**config.mk**
```make
export PLATFORM = sky130hd
export DESIGN_NAME = frontend_top
export DESIGN_NICKNAME = d
export VERILOG_FILES = /design/src/common/frontend_pkg.sv /design/src/fetch/pc_gen.sv /design/src/fetch/fetch_ctrl.sv /design/src/design/predecoder.sv /design/src/ibuf/inst_buffer.sv /design/src/design/frontend_top.sv
export VERILOG_INCLUDE_DIRS = /design/src /design/src/common
export SDC_FILE = /design/constraint.sdc
export NUM_CORES = 1
export LEC_CHECK = 0
export BUFFER_PORTS_ARGS = -buffer_cell sky130_fd_sc_hd__buf_4
export CAP_MARGIN = 10
export CORE_MARGIN = 8
export CORE_UTILIZATION = 40
export CTS_CLUSTER_DIAMETER = 40
export CTS_CLUSTER_SIZE = 14
export DETAILED_ROUTE_END_ITERATION = 7
export GPL_ROUTABILITY_DRIVEN = 0
export SETUP_SLACK_MARGIN = 0.02
export SLEW_MARGIN = 0
export SYNTH_ARGS = -nofsm -noshare
export SYNTH_HDL_FRONTEND = slang
export SYNTH_SLANG_ARGS = --single-unit
```
**constraint.sdc**
```tcl
create_clock -name clk -period 5.4 [get_ports clk]
set_input_delay 0.27 -clock clk [delete_from_list [all_inputs] [get_ports clk]]
set_output_delay 0.27 -clock clk [all_outputs]
set_load 0.02 [all_outputs]
```
**src/common/frontend_macros.svh**
```systemverilog
`ifndef FRONTEND_MACROS_SVH
`define FRONTEND_MACROS_SVH

////////////////////////////////////////
// widths
////////////////////////////////////////

`define XLEN 32                      // data and address width

////////////////////////////////////////
// fetch and buffer
////////////////////////////////////////

`define RESET_PC 32'h1c000000        // first fetch address out of reset
`define IBUF_DEPTH 8                 // default instruction buffer entries

////////////////////////////////////////
// direct branch major opcodes, ir[31:26]
////////////////////////////////////////

`define OPC_B  6'b010100
`define OPC_BL 6'b010101

`endif

```
**src/common/frontend_pkg.sv**
```systemverilog
`include "frontend_macros.svh"

package frontend_pkg;

    ////////////////////////////////////////
    // basic words
    ////////////////////////////////////////

    // byte address
    typedef logic [`XLEN-1:0] addr_t;

    // one instruction word
    typedef logic [`XLEN-1:0] word_t;

    // aligned pair from imem, lower address in the low half
    typedef logic [2*`XLEN-1:0] pair_t;

    ////////////////////////////////////////
    // buffer entry
    ////////////////////////////////////////

    typedef struct packed {
        addr_t pc;   // address of the instruction
        word_t ir;   // raw encoding
    } fetch_entry_t;

endpackage

```
**src/fetch/pc_gen.sv**
```systemverilog
`timescale 1ns/1ps
`include "frontend_macros.svh"

module pc_gen (
    input  logic                 clk,
    input  logic                 i_rst_n,
    input  logic                 i_redirect,
    input  frontend_pkg::addr_t  i_redirect_pc,
    input  logic                 i_resp_take,
    input  frontend_pkg::addr_t  i_next_pc,
    output frontend_pkg::addr_t  o_fetch_pc
);

    logic [`XLEN-1:0] pc_q;
    logic [`XLEN-1:0] pc_d;

    // redirect from the back end beats the predecoder
    always_comb begin
        pc_d = pc_q;
        if (i_redirect) begin
            pc_d = i_redirect_pc;
        end else if (i_resp_take) begin
            pc_d = i_next_pc;   // sequential pair or branch target
        end
    end

    always_ff @(posedge clk) begin
        if (!i_rst_n) begin
            pc_q <= `RESET_PC;
        end else begin
            pc_q <= pc_d;
        end
    end

    assign o_fetch_pc = pc_q;

    ////////////////////////////////////////
    // checks
    ////////////////////////////////////////

    // both redirect and predecoder targets must land on a word
    a_pc_aligned : assert property (
        @(posedge clk) disable iff (!i_rst_n)
        o_fetch_pc[1:0] == 2'b00
    ) else $error("fetch pc %h is not word aligned", o_fetch_pc);

endmodule

```
**src/fetch/fetch_ctrl.sv**
```systemverilog
`timescale 1ns/1ps

module fetch_ctrl (
    input  logic                 clk,
    input  logic                 i_rst_n,
    input  frontend_pkg::addr_t  i_fetch_pc,
    input  logic                 i_has_room,
    input  logic                 i_redirect,
    output logic                 o_imem_req,
    output frontend_pkg::addr_t  o_imem_addr,
    input  logic                 i_imem_valid,
    output logic                 o_resp_take
);

    logic outstanding_q;   // a request is in flight
    logic stale_q;         // in-flight request was overtaken by a redirect

    ////////////////////////////////////////
    // request side
    ////////////////////////////////////////

    // the pc is about to change on a redirect, so hold off that cycle
    assign o_imem_req  = !outstanding_q && i_has_room && !i_redirect;
    assign o_imem_addr = {i_fetch_pc[31:3], 3'b000};   // pair aligned

    ////////////////////////////////////////
    // response side
    ////////////////////////////////////////

    // a response in a redirect cycle belongs to the old path as well
    assign o_resp_take = outstanding_q && i_imem_valid && !stale_q && !i_redirect;

    always_ff @(posedge clk) begin
        if (!i_rst_n) begin
            outstanding_q <= 1'b0;
        end else begin
            if (i_imem_valid) begin
                outstanding_q <= 1'b0;
            end
            if (o_imem_req) begin
                outstanding_q <= 1'b1;
            end
        end
    end

    // stale lives until the matching response is dropped
    always_ff @(posedge clk) begin
        if (!i_rst_n) begin
            stale_q <= 1'b0;
        end else if (i_imem_valid) begin
            stale_q <= 1'b0;
        end else if (i_redirect && outstanding_q) begin
            stale_q <= 1'b1;
        end
    end

    ////////////////////////////////////////
    // checks
    ////////////////////////////////////////

    // no second request while the memory still owes an answer
    a_one_outstanding : assert property (
        @(posedge clk) disable iff (!i_rst_n)
        (outstanding_q && !i_imem_valid) |=> !o_imem_req
    ) else $error("imem request issued while one is outstanding");

    // the memory only answers what was asked
    a_no_spurious_resp : assert property (
        @(posedge clk) disable iff (!i_rst_n)
        i_imem_valid |-> outstanding_q
    ) else $error("imem response without a request");

endmodule

```
**src/design/predecoder.sv**
```systemverilog
`timescale 1ns/1ps
`include "frontend_macros.svh"

module predecoder (
    input  frontend_pkg::addr_t         i_fetch_pc,
    input  frontend_pkg::pair_t         i_rdata,
    output frontend_pkg::fetch_entry_t  o_entry0,
    output frontend_pkg::fetch_entry_t  o_entry1,
    output logic [1:0]                  o_valid,
    output frontend_pkg::addr_t         o_next_pc
);

    import frontend_pkg::*;

    addr_t pair_pc;
    addr_t pc0;
    addr_t pc1;
    word_t ir0;
    word_t ir1;
    logic  br0;            // slot 0 holds a taken direct branch
    logic  br1;
    addr_t tgt0;
    addr_t tgt1;

    // B and BL only, both always taken
    function automatic logic is_direct(input word_t ir);
        return (ir[31:26] == `OPC_B) || (ir[31:26] == `OPC_BL);
    endfunction

    // offs26 = {ir[9:0], ir[25:10]}, word offset
    function automatic addr_t br_target(input addr_t pc, input word_t ir);
        logic [25:0] offs;
        offs = {ir[9:0], ir[25:10]};
        return pc + {{4{offs[25]}}, offs, 2'b00};
    endfunction

    ////////////////////////////////////////
    // slot decode
    ////////////////////////////////////////

    assign pair_pc = {i_fetch_pc[31:3], 3'b000};
    assign pc0     = pair_pc;
    assign pc1     = {i_fetch_pc[31:3], 3'b100};
    assign ir0     = i_rdata[31:0];                 // low half is the lower address
    assign ir1     = i_rdata[63:32];

    assign br0  = !i_fetch_pc[2] && is_direct(ir0);   // slot 0 skipped on odd entry
    assign br1  = is_direct(ir1);
    assign tgt0 = br_target(pc0, ir0);
    assign tgt1 = br_target(pc1, ir1);

    assign o_valid[0] = !i_fetch_pc[2];
    assign o_valid[1] = !br0;   // shadow of a taken branch

    assign o_entry0 = '{pc: pc0, ir: ir0};
    assign o_entry1 = '{pc: pc1, ir: ir1};

    // first taken branch wins, else fall through to the next pair
    always_comb begin
        if (br0) begin
            o_next_pc = tgt0;
        end else if (br1) begin
            o_next_pc = tgt1;
        end else begin
            o_next_pc = pair_pc + 32'd8;
        end
    end

endmodule

```
**src/ibuf/inst_buffer.sv**
```systemverilog
`timescale 1ns/1ps
`include "frontend_macros.svh"

module inst_buffer #(
    parameter int DEPTH = `IBUF_DEPTH   // power of two, 4 or more
) (
    input  logic                         clk,
    input  logic                         i_rst_n,
    input  logic                         i_flush,
    input  logic [1:0]                   i_push,
    input  frontend_pkg::fetch_entry_t   i_entry0,
    input  frontend_pkg::fetch_entry_t   i_entry1,
    input  logic                         i_stall,
    output logic                         o_inst_valid,
    output frontend_pkg::addr_t          o_inst_pc,
    output frontend_pkg::word_t          o_inst_ir,
    output logic                         o_has_room
);

    import frontend_pkg::*;

    localparam int PTR_W = $clog2(DEPTH);
    localparam int CNT_W = PTR_W + 1;

    fetch_entry_t mem [DEPTH];

    logic [PTR_W-1:0] wr_ptr_q;
    logic [PTR_W-1:0] rd_ptr_q;
    logic [CNT_W-1:0] count_q;
    logic [PTR_W-1:0] wr_ptr1;   // slot 1 lands here
    logic [1:0]       n_push;
    logic             pop;

    ////////////////////////////////////////
    // head and status
    ////////////////////////////////////////

    assign o_inst_valid = (count_q != '0);
    assign o_inst_pc    = mem[rd_ptr_q].pc;
    assign o_inst_ir    = mem[rd_ptr_q].ir;
    assign o_has_room   = (count_q <= CNT_W'(DEPTH - 2));   // space for a full pair

    assign pop     = o_inst_valid && !i_stall;
    assign n_push  = {1'b0, i_push[0]} + {1'b0, i_push[1]};
    assign wr_ptr1 = wr_ptr_q + PTR_W'(i_push[0]);   // packs after slot 0 if present

    ////////////////////////////////////////
    // storage
    ////////////////////////////////////////

    always_ff @(posedge clk) begin
        if (i_push[0]) begin
            mem[wr_ptr_q] <= i_entry0;
        end
        if (i_push[1]) begin
            mem[wr_ptr1] <= i_entry1;
        end
    end

    ////////////////////////////////////////
    // pointers and count
    ////////////////////////////////////////

    always_ff @(posedge clk) begin
        if (!i_rst_n || i_flush) begin
            wr_ptr_q <= '0;
            rd_ptr_q <= '0;
            count_q  <= '0;
        end else begin
            wr_ptr_q <= wr_ptr_q + PTR_W'(n_push);
            if (pop) begin
                rd_ptr_q <= rd_ptr_q + PTR_W'(1);
            end
            count_q <= count_q + CNT_W'(n_push) - CNT_W'(pop);
        end
    end

    ////////////////////////////////////////
    // checks
    ////////////////////////////////////////

    a_count_bound : assert property (
        @(posedge clk) disable iff (!i_rst_n)
        count_q <= CNT_W'(DEPTH)
    ) else $error("instruction buffer count %0d over depth", count_q);

    // fetch only asks when there is room, and pops only add to it meanwhile
    a_push_room : assert property (
        @(posedge clk) disable iff (!i_rst_n)
        (|i_push) |-> o_has_room
    ) else $error("push into instruction buffer without room");

endmodule

```
**src/design/frontend_top.sv**
```systemverilog
`timescale 1ns/1ps

module frontend_top (
    input  logic                 clk,
    input  logic                 i_rst_n,
    // back end redirect
    input  logic                 i_redirect,
    input  frontend_pkg::addr_t  i_redirect_pc,
    // instruction memory
    output logic                 o_imem_req,
    output frontend_pkg::addr_t  o_imem_addr,
    input  logic                 i_imem_valid,
    input  frontend_pkg::pair_t  i_imem_rdata,
    // consumer
    input  logic                 i_stall,
    output logic                 o_inst_valid,
    output frontend_pkg::addr_t  o_inst_pc,
    output frontend_pkg::word_t  o_inst_ir
);

    import frontend_pkg::*;

    addr_t        fetch_pc;
    addr_t        next_pc;
    logic         resp_take;
    logic         has_room;
    fetch_entry_t pd_entry0;
    fetch_entry_t pd_entry1;
    logic [1:0]   pd_valid;
    logic [1:0]   push;

    ////////////////////////////////////////
    // fetch
    ////////////////////////////////////////

    pc_gen u_pc_gen (
        .clk           (clk),
        .i_rst_n       (i_rst_n),
        .i_redirect    (i_redirect),
        .i_redirect_pc (i_redirect_pc),
        .i_resp_take   (resp_take),
        .i_next_pc     (next_pc),
        .o_fetch_pc    (fetch_pc)
    );

    fetch_ctrl u_fetch_ctrl (
        .clk          (clk),
        .i_rst_n      (i_rst_n),
        .i_fetch_pc   (fetch_pc),
        .i_has_room   (has_room),
        .i_redirect   (i_redirect),
        .o_imem_req   (o_imem_req),
        .o_imem_addr  (o_imem_addr),
        .i_imem_valid (i_imem_valid),
        .o_resp_take  (resp_take)
    );

    ////////////////////////////////////////
    // predecode and buffer
    ////////////////////////////////////////

    predecoder u_predecoder (
        .i_fetch_pc (fetch_pc),
        .i_rdata    (i_imem_rdata),
        .o_entry0   (pd_entry0),
        .o_entry1   (pd_entry1),
        .o_valid    (pd_valid),
        .o_next_pc  (next_pc)
    );

    assign push = pd_valid & {2{resp_take}};   // only accepted responses go in

    inst_buffer u_inst_buffer (
        .clk          (clk),
        .i_rst_n      (i_rst_n),
        .i_flush      (i_redirect),
        .i_push       (push),
        .i_entry0     (pd_entry0),
        .i_entry1     (pd_entry1),
        .i_stall      (i_stall),
        .o_inst_valid (o_inst_valid),
        .o_inst_pc    (o_inst_pc),
        .o_inst_ir    (o_inst_ir),
        .o_has_room   (has_room)
    );

endmodule

```
Yosys cells after proc, flatten, opt, wreduce, memory -nomap -nowiden
Memory sizes are Yosys's and may differ from the RTL's. A register that Yosys moved wholly into a read port is not among the register bits.
Cells that the tools add are included.
Operators by class
  add/sub/neg operators: 9
  magnitude comparators: 1
  eq/ne operators: 4
  muxes and demuxes: 12
  bitwise gates (word level): 2
  reductions and logical operators: 22
Operators by type and width (count)
  two-way mux 32 bit: 4
  adder 32 bit: 2
  adder 32 x 4 -> 32 bit (second input constant): 1
  == test 6 x 5 -> 1 bit (second input constant): 4
  logical AND 1 bit: 8
  logical NOT 1 bit: 7
  two-way mux 1 bit: 6
  two-way mux 3 bit: 2
  adder 4 x 2 -> 4 bit: 1
  <= comparator 4 x 3 -> 1 bit (second input constant): 1
  nonzero test 2 bit: 2
  nonzero test 4 bit: 1
  subtractor 4 x 1 -> 4 bit: 1
  adder 3 x 1 -> 3 bit: 1
  adder 3 x 1 -> 3 bit (second input constant): 1
  adder 3 x 2 -> 3 bit: 1
  logical OR 1 bit: 3
  adder 1 x 1 -> 2 bit: 1
  bitwise AND 2 bit: 1
  OR reduction 2 bit: 1
  inverter 1 bit: 1
Storage, ports and cells
  register bits: 44
  RAM bits: 496
  bits of input ports: 101
  memories kept: 1
Memory list
  u_inst_buffer.mem: depth 8, bits a word 62, rd ports 1, clocked after memory_dff 1, wr ports 2, RTL line inst_buffer.sv:25  | fetch_entry_t mem [DEPTH];

Depth between registers and ports, before layout
Gate-level depths: netlist of the first run.
  depth in word-level cells: 8
  depth in mapped cells: 13

Hierarchy
From an unflattened synthesis of the first run, not the netlist that was laid out.
Unflattened totals
  cells, all modules: 2284
  area, all modules: 33159.3 µm²
By module, submodules not included
  inst_buffer: times used 1, cells each 1401, area an instance 26150.1 µm², seq. area each 15635.0 µm²
  predecoder: times used 1, cells each 698, area an instance 4918.5 µm², seq. area each 0.0 µm²
  pc_gen: times used 1, cells each 142, area an instance 1742.9 µm², seq. area each 640.6 µm²
  fetch_ctrl: times used 1, cells each 41, area an instance 335.3 µm², seq. area each 40.0 µm²
  frontend_top: times used 1, cells each 2, area an instance 12.5 µm², seq. area each 0.0 µm²

Least setup slack after synthesis of the first run
No wires, ideal clock.
  kind: in2reg
  from: in i_redirect
  to: mem u_inst_buffer.mem[2][0] (netlist bit) (enable)
  setup time: 0.446 ns
  arrival: 3.976 ns
  data required time: 4.954 ns
  setup slack: 0.977 ns
  stages on the path: 12
  cell sequence: clkbuf_1 inv_1 nand2_1 nor2_1 ha_1 ha_1 clkbuf_1 nand2_1 nor3_1 clkbuf_1 or2_2 clkbuf_1
RTL lines
  start, declared: RTL line frontend_top.sv:7  | input logic i_redirect,
  end, declared: RTL line inst_buffer.sv:25

==> flow_summary.html, run 1 <==
<table>
<tr><th>Metric</th><th>Value</th></tr>
<tr><th colspan="2">Min path</th></tr>
<tr><td>Worst hold path startpoint</td><td>i_imem_rdata[59]</td></tr>
<tr><td>Depth of the worst hold-timing path</td><td>3</td></tr>
<tr><td>Type of the worst min-delay path</td><td>input pin to register</td></tr>
<tr><td>End of the worst hold path</td><td>u_inst_buffer.mem[4][27]$_DFFE_PP_</td></tr>
<tr><th colspan="2">GRT</th></tr>
<tr><td>Number of antenna violations at the first check in global routing</td><td>8</td></tr>
<tr><td>Maximum number of pins on one net before global-route repair</td><td>91</td></tr>
<tr><td>Overall overflow remaining after global route</td><td>0</td></tr>
<tr><td>Wire length of the first global-routing pass</td><td>143 mm</td></tr>
<tr><td>Overall Global Routing Usage</td><td>0.223</td></tr>
<tr><td>Via count of the first global-routing pass</td><td>21985</td></tr>
<tr><th colspan="2">Synth</th></tr>
<tr><td>Synthesized area per cell</td><td>11.7 um^2</td></tr>
<tr><td>Synthesis Warnings</td><td>0</td></tr>
<tr><td>Number of flops mapped to enable cells by yosys</td><td>488</td></tr>
<tr><td>Post-synthesis sequential area ratio</td><td>0.522</td></tr>
<tr><td>Synth area leaders</td><td>sky130_fd_sc_hd__edfxtp_1 49%, sky130_fd_sc_hd__mux4_2 9.3%, sky130_fd_sc_hd__nand2_1 4.3%, sky130_fd_sc_hd__a22o_1 3.7%, sky130_fd_sc_hd__dfxtp_1 3.5%</td></tr>
<tr><td>Number of instances in the synthesized netlist</td><td>2571</td></tr>
<tr><td>Dominant synthesized flop cell</td><td>sky130_fd_sc_hd__edfxtp_1</td></tr>
<tr><td>Synth top area share</td><td>0.487</td></tr>
<tr><td>Summed instance area of the synthesized netlist</td><td>0.0301 mm^2</td></tr>
<tr><td>Async S/R FF share, synth</td><td>0</td></tr>
<tr><td>Number of distinct library cells after synthesis</td><td>80</td></tr>
<tr><td>Number of storage elements in the synthesis netlist</td><td>541</td></tr>
<tr><td>Post-synthesis cell type with the largest combined area</td><td>sky130_fd_sc_hd__edfxtp_1</td></tr>
<tr><th colspan="2">STA</th></tr>
<tr><td>Fin Setup TNS</td><td>0 ns</td></tr>
<tr><td>Number of max-slew violations in the final report</td><td>0</td></tr>
<tr><td>Final setup violation count</td><td>0</td></tr>
<tr><td>Clock skew after layout</td><td>0.0208 ns</td></tr>
<tr><td>Transition time at the pin with the least slew margin</td><td>1.08 ns</td></tr>
<tr><td>F_max</td><td>241 MHz</td></tr>
<tr><td>Setup repair after global routing missed its margin</td><td>no</td></tr>
<tr><td>Hold violation count in the final report</td><td>0</td></tr>
<tr><td>Relative max-transition margin</td><td>0.276</td></tr>
<tr><td>Share of the cycle needed by the critical path after routing</td><td>0.770</td></tr>
<tr><td>Time the worst path needs with I/O delays and setup</td><td>4.16 ns</td></tr>
<tr><th colspan="2">Floorplanning</th></tr>
<tr><td>I/O pin count</td><td>199</td></tr>
<tr><td>Starting utilization of the core area</td><td>0.404</td></tr>
<tr><td>Horiz. Die Dim</td><td>290 um</td></tr>
<tr><td>Number of cell rows</td><td>100</td></tr>
<tr><td>Die outline area</td><td>0.0843 mm^2</td></tr>
<tr><td>Core Box Area</td><td>0.0744 mm^2</td></tr>
<tr><td>Floorplan die height</td><td>290 um</td></tr>
<tr><th colspan="2">Flow run</th></tr>
<tr><td>Reported max-cap violation count</td><td>0</td></tr>
<tr><th colspan="2">Route</th></tr>
<tr><td>Pre-Repair DR Iteration Count</td><td>6</td></tr>
<tr><td>Wirelength per Cell</td><td>26.3 um</td></tr>
<tr><td>1st-iter DRT viols</td><td>2176</td></tr>
<tr><td>Post-detailed-route count of antenna-violating nets</td><td>0</td></tr>
<tr><td>Total number of vias</td><td>21778</td></tr>
<tr><td>Remaining routing DRC violations</td><td>0</td></tr>
<tr><td>Via density per instance</td><td>5.91</td></tr>
<tr><td>Final routed wirelength across all metal layers</td><td>97.0 mm</td></tr>
<tr><th colspan="2">Place</th></tr>
<tr><td>Dpl hpwl</td><td>61.0 mm</td></tr>
<tr><td>Number of cells in the design after placement</td><td>3501</td></tr>
<tr><td>Count of buffers inserted at the top-level ports</td><td>191</td></tr>
<tr><th colspan="2">Layout</th></tr>
<tr><td>Share of cells above drive strength 1</td><td>0.225</td></tr>
<tr><td>Commonest cells after routing, fill and taps aside</td><td>488 x sky130_fd_sc_hd__edfxtp_1, 344 x sky130_fd_sc_hd__nand2_1, 238 x sky130_fd_sc_hd__buf_4, 149 x sky130_fd_sc_hd__o21ai_0</td></tr>
<tr><td>Final standard cell count with taps included and fillers excluded</td><td>3688</td></tr>
<tr><td>Leading cell type in the layout, fill and taps excluded</td><td>sky130_fd_sc_hd__edfxtp_1</td></tr>
<tr><td>Synth-to-layout area growth</td><td>16.7%</td></tr>
<tr><td>Total Nets Final</td><td>2823</td></tr>
<tr><th colspan="2">Worst setup path</th></tr>
<tr><td>Startpoint of the most critical register-to-register path</td><td>u_fetch_ctrl.outstanding_q$_SDFFE_PN0P_</td></tr>
<tr><td>Highest-delay cell along the critical path</td><td>sky130_fd_sc_hd__dlygate4sd3_1</td></tr>
<tr><td>Largest stage delay on the critical path</td><td>0.56 ns</td></tr>
<tr><td>Data arrival at the endpoint of the critical path</td><td>4.64 ns</td></tr>
<tr><td>Endpoint required time on the critical path</td><td>5.88 ns</td></tr>
<tr><td>Cell chain of the critical path</td><td>and3b_1, buf_4, nand2_1, nor2_1, ha_1, ha_1, xor2_1, nand2_1, nor2_4, buf_4, a22o_1, dlygate4sd3_1</td></tr>
<tr><td>Cells on worst reg2reg path</td><td>12</td></tr>
<tr><td>Nature of the critical path endpoint</td><td>register</td></tr>
<tr><td>CP max FO</td><td>40</td></tr>
<tr><td>R2R setup slack</td><td>1.24 ns</td></tr>
<tr><td>Count of buffering cells on the critical path with inverters included</td><td>3</td></tr>
<tr><td>Startpoint type of the worst setup path</td><td>register</td></tr>
<tr><td>Dominant delay contributor by cell family on the critical path</td><td>buffers and inverters</td></tr>
<tr><td>WS Path Type</td><td>register to register</td></tr>
<tr><td>Capture point of the worst reg-to-reg path</td><td>u_inst_buffer.mem[7][28]$_DFFE_PP_</td></tr>
<tr><th colspan="2">Clock network</th></tr>
<tr><td>Number of buffers inserted to repair setup after CTS</td><td>0</td></tr>
<tr><td>Clk Latency, worst-skew pair</td><td>0.62 ns</td></tr>
<tr><td>Clock tree from TritonCTS</td><td>built</td></tr>
<tr><td>Deepest clock path buffer count</td><td>3</td></tr>
<tr><td>Clock sink count</td><td>541</td></tr>
<tr><td>Post-cts resize count</td><td>0</td></tr>
<tr><td>Number of H-tree levels</td><td>3</td></tr>
<tr><td>Post-CTS clock slew at the launch and capture registers of the worst setup and hold paths</td><td>0.05 ns</td></tr>
<tr><td>Root buffer cell</td><td>sky130_fd_sc_hd__clkbuf_16</td></tr>
<tr><td>Number of buffers created by CTS</td><td>77</td></tr>
<tr><td>Quantity of hold-fixing buffers added after cts</td><td>38</td></tr>
<tr><th colspan="2">Power</th></tr>
<tr><td>Highest ir drop seen on vdd</td><td>0.000239 V</td></tr>
<tr><td>Power per Cell Area</td><td>329 mW/mm^2</td></tr>
<tr><td>Leakage</td><td>12.1 nW</td></tr>
<tr><th colspan="2">Status</th></tr>
<tr><td>Status</td><td>finished clean</td></tr>
</table>
through the flow:
stage	setup WS [ns]	area, um^2	power (mW)	hold WS, ns	utilization
2_1_floorplan	0.977	30100	5.87	0.346	-
3_3_place_gp	1.44	32100	6.41	0.430	0.431
3_5_place_dp	1.29	32100	6.44	0.443	0.431
4_1_cts	1.28	35100	11.6	0.000764	0.472
5_1_grt	1.05	35100	11.9	0.0329	0.472
6_report	1.24	35100	11.6	0.0355	0.472
logic make-up (layout without fill, tap and decap cells):
group           after synthesis  count (layout)  share of synthesized area
fa+ha+maj                    73              73                     0.0311
xor+xnor                     80              80                     0.0233
flops                       541             541                      0.522
buf+inv                     318             455                     0.0467
compound gates              510             510                      0.119
other cells                   1              12                   0.000125
simple gates                856             856                      0.140
mux                         192             192                      0.118
cells in the mapped netlist, types with 53 or more instances:
cell type,number
sky130_fd_sc_hd__a21oi_1,67
sky130_fd_sc_hd__a22o_1,128
sky130_fd_sc_hd__and2_1,128
sky130_fd_sc_hd__clkbuf_1,174
sky130_fd_sc_hd__dfxtp_1,53
sky130_fd_sc_hd__edfxtp_1,488
sky130_fd_sc_hd__ha_1,70
sky130_fd_sc_hd__mux2_2,63
sky130_fd_sc_hd__mux4_2,124
sky130_fd_sc_hd__nand2_1,344
sky130_fd_sc_hd__nand3_1,62
sky130_fd_sc_hd__nor2_1,84
sky130_fd_sc_hd__nor2b_1,124
sky130_fd_sc_hd__o21ai_0,151
flip-flops by register name (all words and copies together) (netlist names), named ones only:
register	flops
u_inst_buffer.count_q	4
u_pc_gen.o_fetch_pc	30
u_inst_buffer.mem	496
u_inst_buffer.rd_ptr_q	3
u_fetch_ctrl.outstanding_q	1
u_inst_buffer.wr_ptr_q	3
u_fetch_ctrl.stale_q	1
worst max-delay path by stage:
| stage | from | to | slack, ns | depth (start not counted) |
|---|---|---|---|---|
| 6_report | u_fetch_ctrl.outstanding_q$_SDFFE_PN0P_ | u_inst_buffer.mem[7][28]$_DFFE_PP_ | 1.24 | 12 |
| 3_5_place_dp | u_fetch_ctrl.outstanding_q$_SDFFE_PN0P_ | u_inst_buffer.mem[6][8]$_DFFE_PP_ | 1.29 | 11 |
| 2_1_floorplan | i_redirect | u_inst_buffer.mem[2][0]$_DFFE_PP_ | 0.98 | 12 |
| 5_1_grt | u_fetch_ctrl.outstanding_q$_SDFFE_PN0P_ | u_inst_buffer.mem[6][11]$_DFFE_PP_ | 1.05 | 11 |
| 4_1_cts | u_fetch_ctrl.outstanding_q$_SDFFE_PN0P_ | u_inst_buffer.mem[6][11]$_DFFE_PP_ | 1.28 | 11 |
| 3_3_place_gp | u_fetch_ctrl.outstanding_q$_SDFFE_PN0P_ | u_inst_buffer.mem[6][0]$_DFFE_PP_ | 1.44 | 11 |
layer usage:
metal,global-route usage,part of all wire,vias to the layer above
met2,0.369,0.48,986
met4,0.0773,0.030,6
li1,-,-,9687
met3,0.0460,0.084,162
met1,0.291,0.41,10937
met5,0,0.00035,-
layout make-up:
class	instances	area, um^2
diodes	7	17.5
fillers	6562	39300
multi-input cells	1716	13100
flip-flops and latches	541	15700
clock inverters	52	601
inverters	32	120
well taps	969	1210
clock buffers	90	2060
repair buffers	281	2270
worst min-delay path, cell delays in order:
cell and delay [ns]:
sky130_fd_sc_hd__buf_4 0.16, sky130_fd_sc_hd__nand2_1 0.06, sky130_fd_sc_hd__nand2_1 0.05
power breakdown:
part,internal (mW),switching (mW)
registers,4.58,0.141
clock network,3.17,2.01
logic,0.720,0.929
total,8.48,3.08
Note: power is estimated with default switching activity, not from simulation.
==> run 2: changes to the inputs <==
==> constraint.sdc (replaced) <==
create_clock -name clk -period 3.5 [get_ports clk]
set_input_delay 0.175 -clock clk [delete_from_list [all_inputs] [get_ports clk]]
set_output_delay 0.175 -clock clk [all_outputs]
set_load 0.02 [all_outputs]
==> run 2 against run 1 <==
Net effect:
- global-route usage fell by 0.11 points
- power is 64% higher
- sequential cell count did not move
- wire length decreased by 0.34%
- register-to-register slack lost 1.0 ns
- sequential share of layout area decreased by 2.2 points
- die area unchanged
- first-iteration DRC count hardly changed
- critical endpoint is now u_inst_buffer.mem[3][5]$_DFFE_PP_
- largest cell class unchanged
- largest power group unchanged
- highest routed layer unchanged
==> flow_summary.html, run 2 (synthesis results as in run 1) <==
<table>
<tr><th>Metric</th><th>Value</th></tr>
<tr><th colspan="2">Floorplanning</th></tr>
<tr><td>Horiz. Die Dim</td><td>290 um</td></tr>
<tr><td>I/O pin count</td><td>199</td></tr>
<tr><td>Floorplan die height</td><td>290 um</td></tr>
<tr><td>Die outline area</td><td>0.0843 mm^2</td></tr>
<tr><td>Number of cell rows</td><td>100</td></tr>
<tr><td>Core Box Area</td><td>0.0744 mm^2</td></tr>
<tr><td>Starting utilization of the core area</td><td>0.404</td></tr>
<tr><th colspan="2">GRT</th></tr>
<tr><td>Number of antenna violations at the first check in global routing</td><td>7</td></tr>
<tr><td>Overall overflow remaining after global route</td><td>0</td></tr>
<tr><td>Wire length of the first global-routing pass</td><td>143 mm</td></tr>
<tr><td>Via count of the first global-routing pass</td><td>22518</td></tr>
<tr><td>Overall Global Routing Usage</td><td>0.222</td></tr>
<tr><td>Maximum number of pins on one net before global-route repair</td><td>77</td></tr>
<tr><th colspan="2">Place</th></tr>
<tr><td>Dpl hpwl</td><td>63.3 mm</td></tr>
<tr><td>Count of buffers inserted at the top-level ports</td><td>191</td></tr>
<tr><th colspan="2">Clock network</th></tr>
<tr><td>Clk Latency, worst-skew pair</td><td>0.62 ns</td></tr>
<tr><td>Clock tree from TritonCTS</td><td>built</td></tr>
<tr><td>Number of buffers created by CTS</td><td>87</td></tr>
<tr><td>Post-CTS clock slew at the launch and capture registers of the worst setup and hold paths</td><td>0.06 ns</td></tr>
<tr><td>Clock sink count</td><td>541</td></tr>
<tr><td>Number of buffers inserted to repair setup after CTS</td><td>0</td></tr>
<tr><td>Number of H-tree levels</td><td>3</td></tr>
<tr><td>Root buffer cell</td><td>sky130_fd_sc_hd__clkbuf_16</td></tr>
<tr><td>Deepest clock path buffer count</td><td>3</td></tr>
<tr><th colspan="2">Route</th></tr>
<tr><td>Post-detailed-route count of antenna-violating nets</td><td>0</td></tr>
<tr><td>Total number of vias</td><td>22400</td></tr>
<tr><td>Via density per instance</td><td>5.84</td></tr>
<tr><td>1st-iter DRT viols</td><td>2175</td></tr>
<tr><td>Pre-Repair DR Iteration Count</td><td>5</td></tr>
<tr><td>Wirelength per Cell</td><td>25.2 um</td></tr>
<tr><td>Remaining routing DRC violations</td><td>0</td></tr>
<tr><td>Final routed wirelength across all metal layers</td><td>96.7 mm</td></tr>
<tr><th colspan="2">STA</th></tr>
<tr><td>Time the worst path needs with I/O delays and setup</td><td>3.29 ns</td></tr>
<tr><td>Share of the cycle needed by the critical path after routing</td><td>0.941</td></tr>
<tr><td>Final setup violation count</td><td>0</td></tr>
<tr><td>Smallest hold slack</td><td>0.0538 ns</td></tr>
<tr><td>Relative max-transition margin</td><td>0.447</td></tr>
<tr><td>Clock skew after layout</td><td>0.0250 ns</td></tr>
<tr><td>Number of max-slew violations in the final report</td><td>0</td></tr>
<tr><td>Setup repair after global routing missed its margin</td><td>no</td></tr>
<tr><td>Transition time at the pin with the least slew margin</td><td>0.827 ns</td></tr>
<tr><td>F_max</td><td>304 MHz</td></tr>
<tr><td>Fin Setup TNS</td><td>0 ns</td></tr>
<tr><td>Hold violation count in the final report</td><td>0</td></tr>
<tr><th colspan="2">Layout</th></tr>
<tr><td>Commonest cells after routing, fill and taps aside</td><td>488 x sky130_fd_sc_hd__edfxtp_1, 344 x sky130_fd_sc_hd__nand2_1, 264 x sky130_fd_sc_hd__buf_4, 148 x sky130_fd_sc_hd__o21ai_0</td></tr>
<tr><td>Core Util, Final</td><td>0.496</td></tr>
<tr><td>Share of cells above drive strength 1</td><td>0.237</td></tr>
<tr><td>Most flop-heavy register</td><td>u_inst_buffer.mem</td></tr>
<tr><td>Max FFs per register</td><td>496</td></tr>
<tr><td>Leading cell type in the layout, fill and taps excluded</td><td>sky130_fd_sc_hd__edfxtp_1</td></tr>
<tr><td>Total Nets Final</td><td>2958</td></tr>
<tr><td>Synth-to-layout area growth</td><td>22.6%</td></tr>
<tr><th colspan="2">Worst setup path</th></tr>
<tr><td>Largest stage delay on the critical path</td><td>0.54 ns</td></tr>
<tr><td>WS Path Type</td><td>register to register</td></tr>
<tr><td>Endpoint required time on the critical path</td><td>3.87 ns</td></tr>
<tr><td>Cell chain of the critical path</td><td>and3b_1, nand2_1, nor2_1, ha_1, ha_1, nand2_1, nor2_4, nor2_2, buf_4, a22o_1, dlygate4sd3_1</td></tr>
<tr><td>CP max FO</td><td>31</td></tr>
<tr><td>Data arrival at the endpoint of the critical path</td><td>3.66 ns</td></tr>
<tr><td>Cell depth of the worst setup path</td><td>11</td></tr>
<tr><td>Nature of the critical path endpoint</td><td>register</td></tr>
<tr><td>Dominant delay contributor by cell family on the critical path</td><td>simple AND/OR/NAND/NOR gates</td></tr>
<tr><td>Count of buffering cells on the critical path with inverters included</td><td>2</td></tr>
<tr><td>Startpoint type of the worst setup path</td><td>register</td></tr>
<tr><td>Highest-delay cell along the critical path</td><td>sky130_fd_sc_hd__dlygate4sd3_1</td></tr>
<tr><td>Cells on worst reg2reg path</td><td>11</td></tr>
<tr><th colspan="2">Power</th></tr>
<tr><td>Switching portion of total power</td><td>0.263</td></tr>
<tr><td>Power per Cell Area</td><td>512 mW/mm^2</td></tr>
<tr><td>Internal</td><td>13.9 mW</td></tr>
<tr><td>Final Total Pwr</td><td>18.9 mW</td></tr>
<tr><td>Combinational Power Share</td><td>0.149</td></tr>
<tr><td>Reported net switching power</td><td>4.97 mW</td></tr>
<tr><td>Share of total power in the clock network</td><td>0.471</td></tr>
<tr><td>Highest ir drop seen on vdd</td><td>0.000397 V</td></tr>
<tr><td>Sequential Power Share</td><td>0.380</td></tr>
<tr><td>Leakage</td><td>12.9 nW</td></tr>
<tr><th colspan="2">Min path</th></tr>
<tr><td>Type of the worst min-delay path</td><td>input pin to register</td></tr>
<tr><td>Depth of the worst hold-timing path</td><td>4</td></tr>
<tr><th colspan="2">Status</th></tr>
<tr><td>Status</td><td>finished clean</td></tr>
<tr><th colspan="2">Flow run</th></tr>
<tr><td>Reported max-cap violation count</td><td>0</td></tr>
</table>
run 2: cell count changes in the layout (fill, tap and decap cells not counted), moves of 4 or more:
cell	delta
sky130_fd_sc_hd__clkinv_2	+5
sky130_fd_sc_hd__bufinv_16	+5
sky130_fd_sc_hd__clkinvlp_4	+10
sky130_fd_sc_hd__inv_2	-4
sky130_fd_sc_hd__clkbuf_16	+9
sky130_fd_sc_hd__clkbuf_8	-4
sky130_fd_sc_hd__buf_4	+26
sky130_fd_sc_hd__buf_12	+19
sky130_fd_sc_hd__dlygate4sd3_1	+79
run 2: metrics by stage:
step / cell area, um^2 / instances / worst slack, ns
floorplan: 30100 / 2575 / 0.0492
global placement: 32700 / 3547 / 0.387
detailed placement: 32700 / 3547 / 0.340
CTS: 36900 / 3827 / 0.135
global route: 36900 / 3829 / 0.0512
finish: 36900 / 3833 / 0.206
run 2: final timing paths:
path	startpoint	endpoint	slack, ns
worst max-delay path	u_fetch_ctrl.outstanding_q$_SDFFE_PN0P_	u_inst_buffer.mem[3][5]$_DFFE_PP_	0.21
worst min-delay path	i_stall	register	0.05
worst max register to register	u_fetch_ctrl.outstanding_q$_SDFFE_PN0P_	u_inst_buffer.mem[3][5]$_DFFE_PP_	0.21
worst min register to register	u_inst_buffer.mem[7][32]$_SDFFE_PP1P_	u_inst_buffer.mem[7][32]$_SDFFE_PP1P_	0.45
run 2: cell type report:
cell class	count	area, um^2
fill	6355	37500
sequential	541	15700
multi-input combinational	1716	13100
timing repair buffer	406	3640
clock buffer	93	2220
tap	969	1210
clock inverter	70	826
inverter	32	135
antenna	6	15.0
run 2: layer usage:
metal | vias up | global-route usage | part of all wire
li1 | 9964 | - | -
met1 | 11115 | 0.289 | 0.41
met2 | 1120 | 0.369 | 0.48
met3 | 197 | 0.0441 | 0.085
met4 | 4 | 0.0745 | 0.029
met5 | - | 0 | 0.00029
run 2: worst register-to-register path, stage by stage, from the launching register on:
cell and delay [ns]:
sky130_fd_sc_hd__dfxtp_1 0.34, sky130_fd_sc_hd__and3b_1 0.21, sky130_fd_sc_hd__nand2_1 0.17, sky130_fd_sc_hd__nor2_1 0.09, sky130_fd_sc_hd__ha_1 0.19, sky130_fd_sc_hd__ha_1 0.48, sky130_fd_sc_hd__nand2_1 0.25, sky130_fd_sc_hd__nor2_4 0.17
sky130_fd_sc_hd__nor2_2 0.05, sky130_fd_sc_hd__buf_4 0.30, sky130_fd_sc_hd__a22o_1 0.26, sky130_fd_sc_hd__dlygate4sd3_1 0.54
run 2: what timing repair did:
action / CTS / global route
hold buffers: 117 / 0
endpoints found under the setup margin: 0 / 10
gates resized for setup: 0 / 4
endpoints found under the hold margin: 287 / 0
run 2: power groups by stage:
stage / clock network, mW / registers (mW) / logic, mW
2_1_floorplan: 0 / 7.26 / 1.79
4_1_cts: 9.02 / 7.19 / 2.82
5_1_grt: 9.31 / 7.20 / 3.01
3_5_place_dp: 0 / 7.32 / 2.71
3_3_place_gp: 0 / 7.32 / 2.68
6_report: 8.90 / 7.19 / 2.82
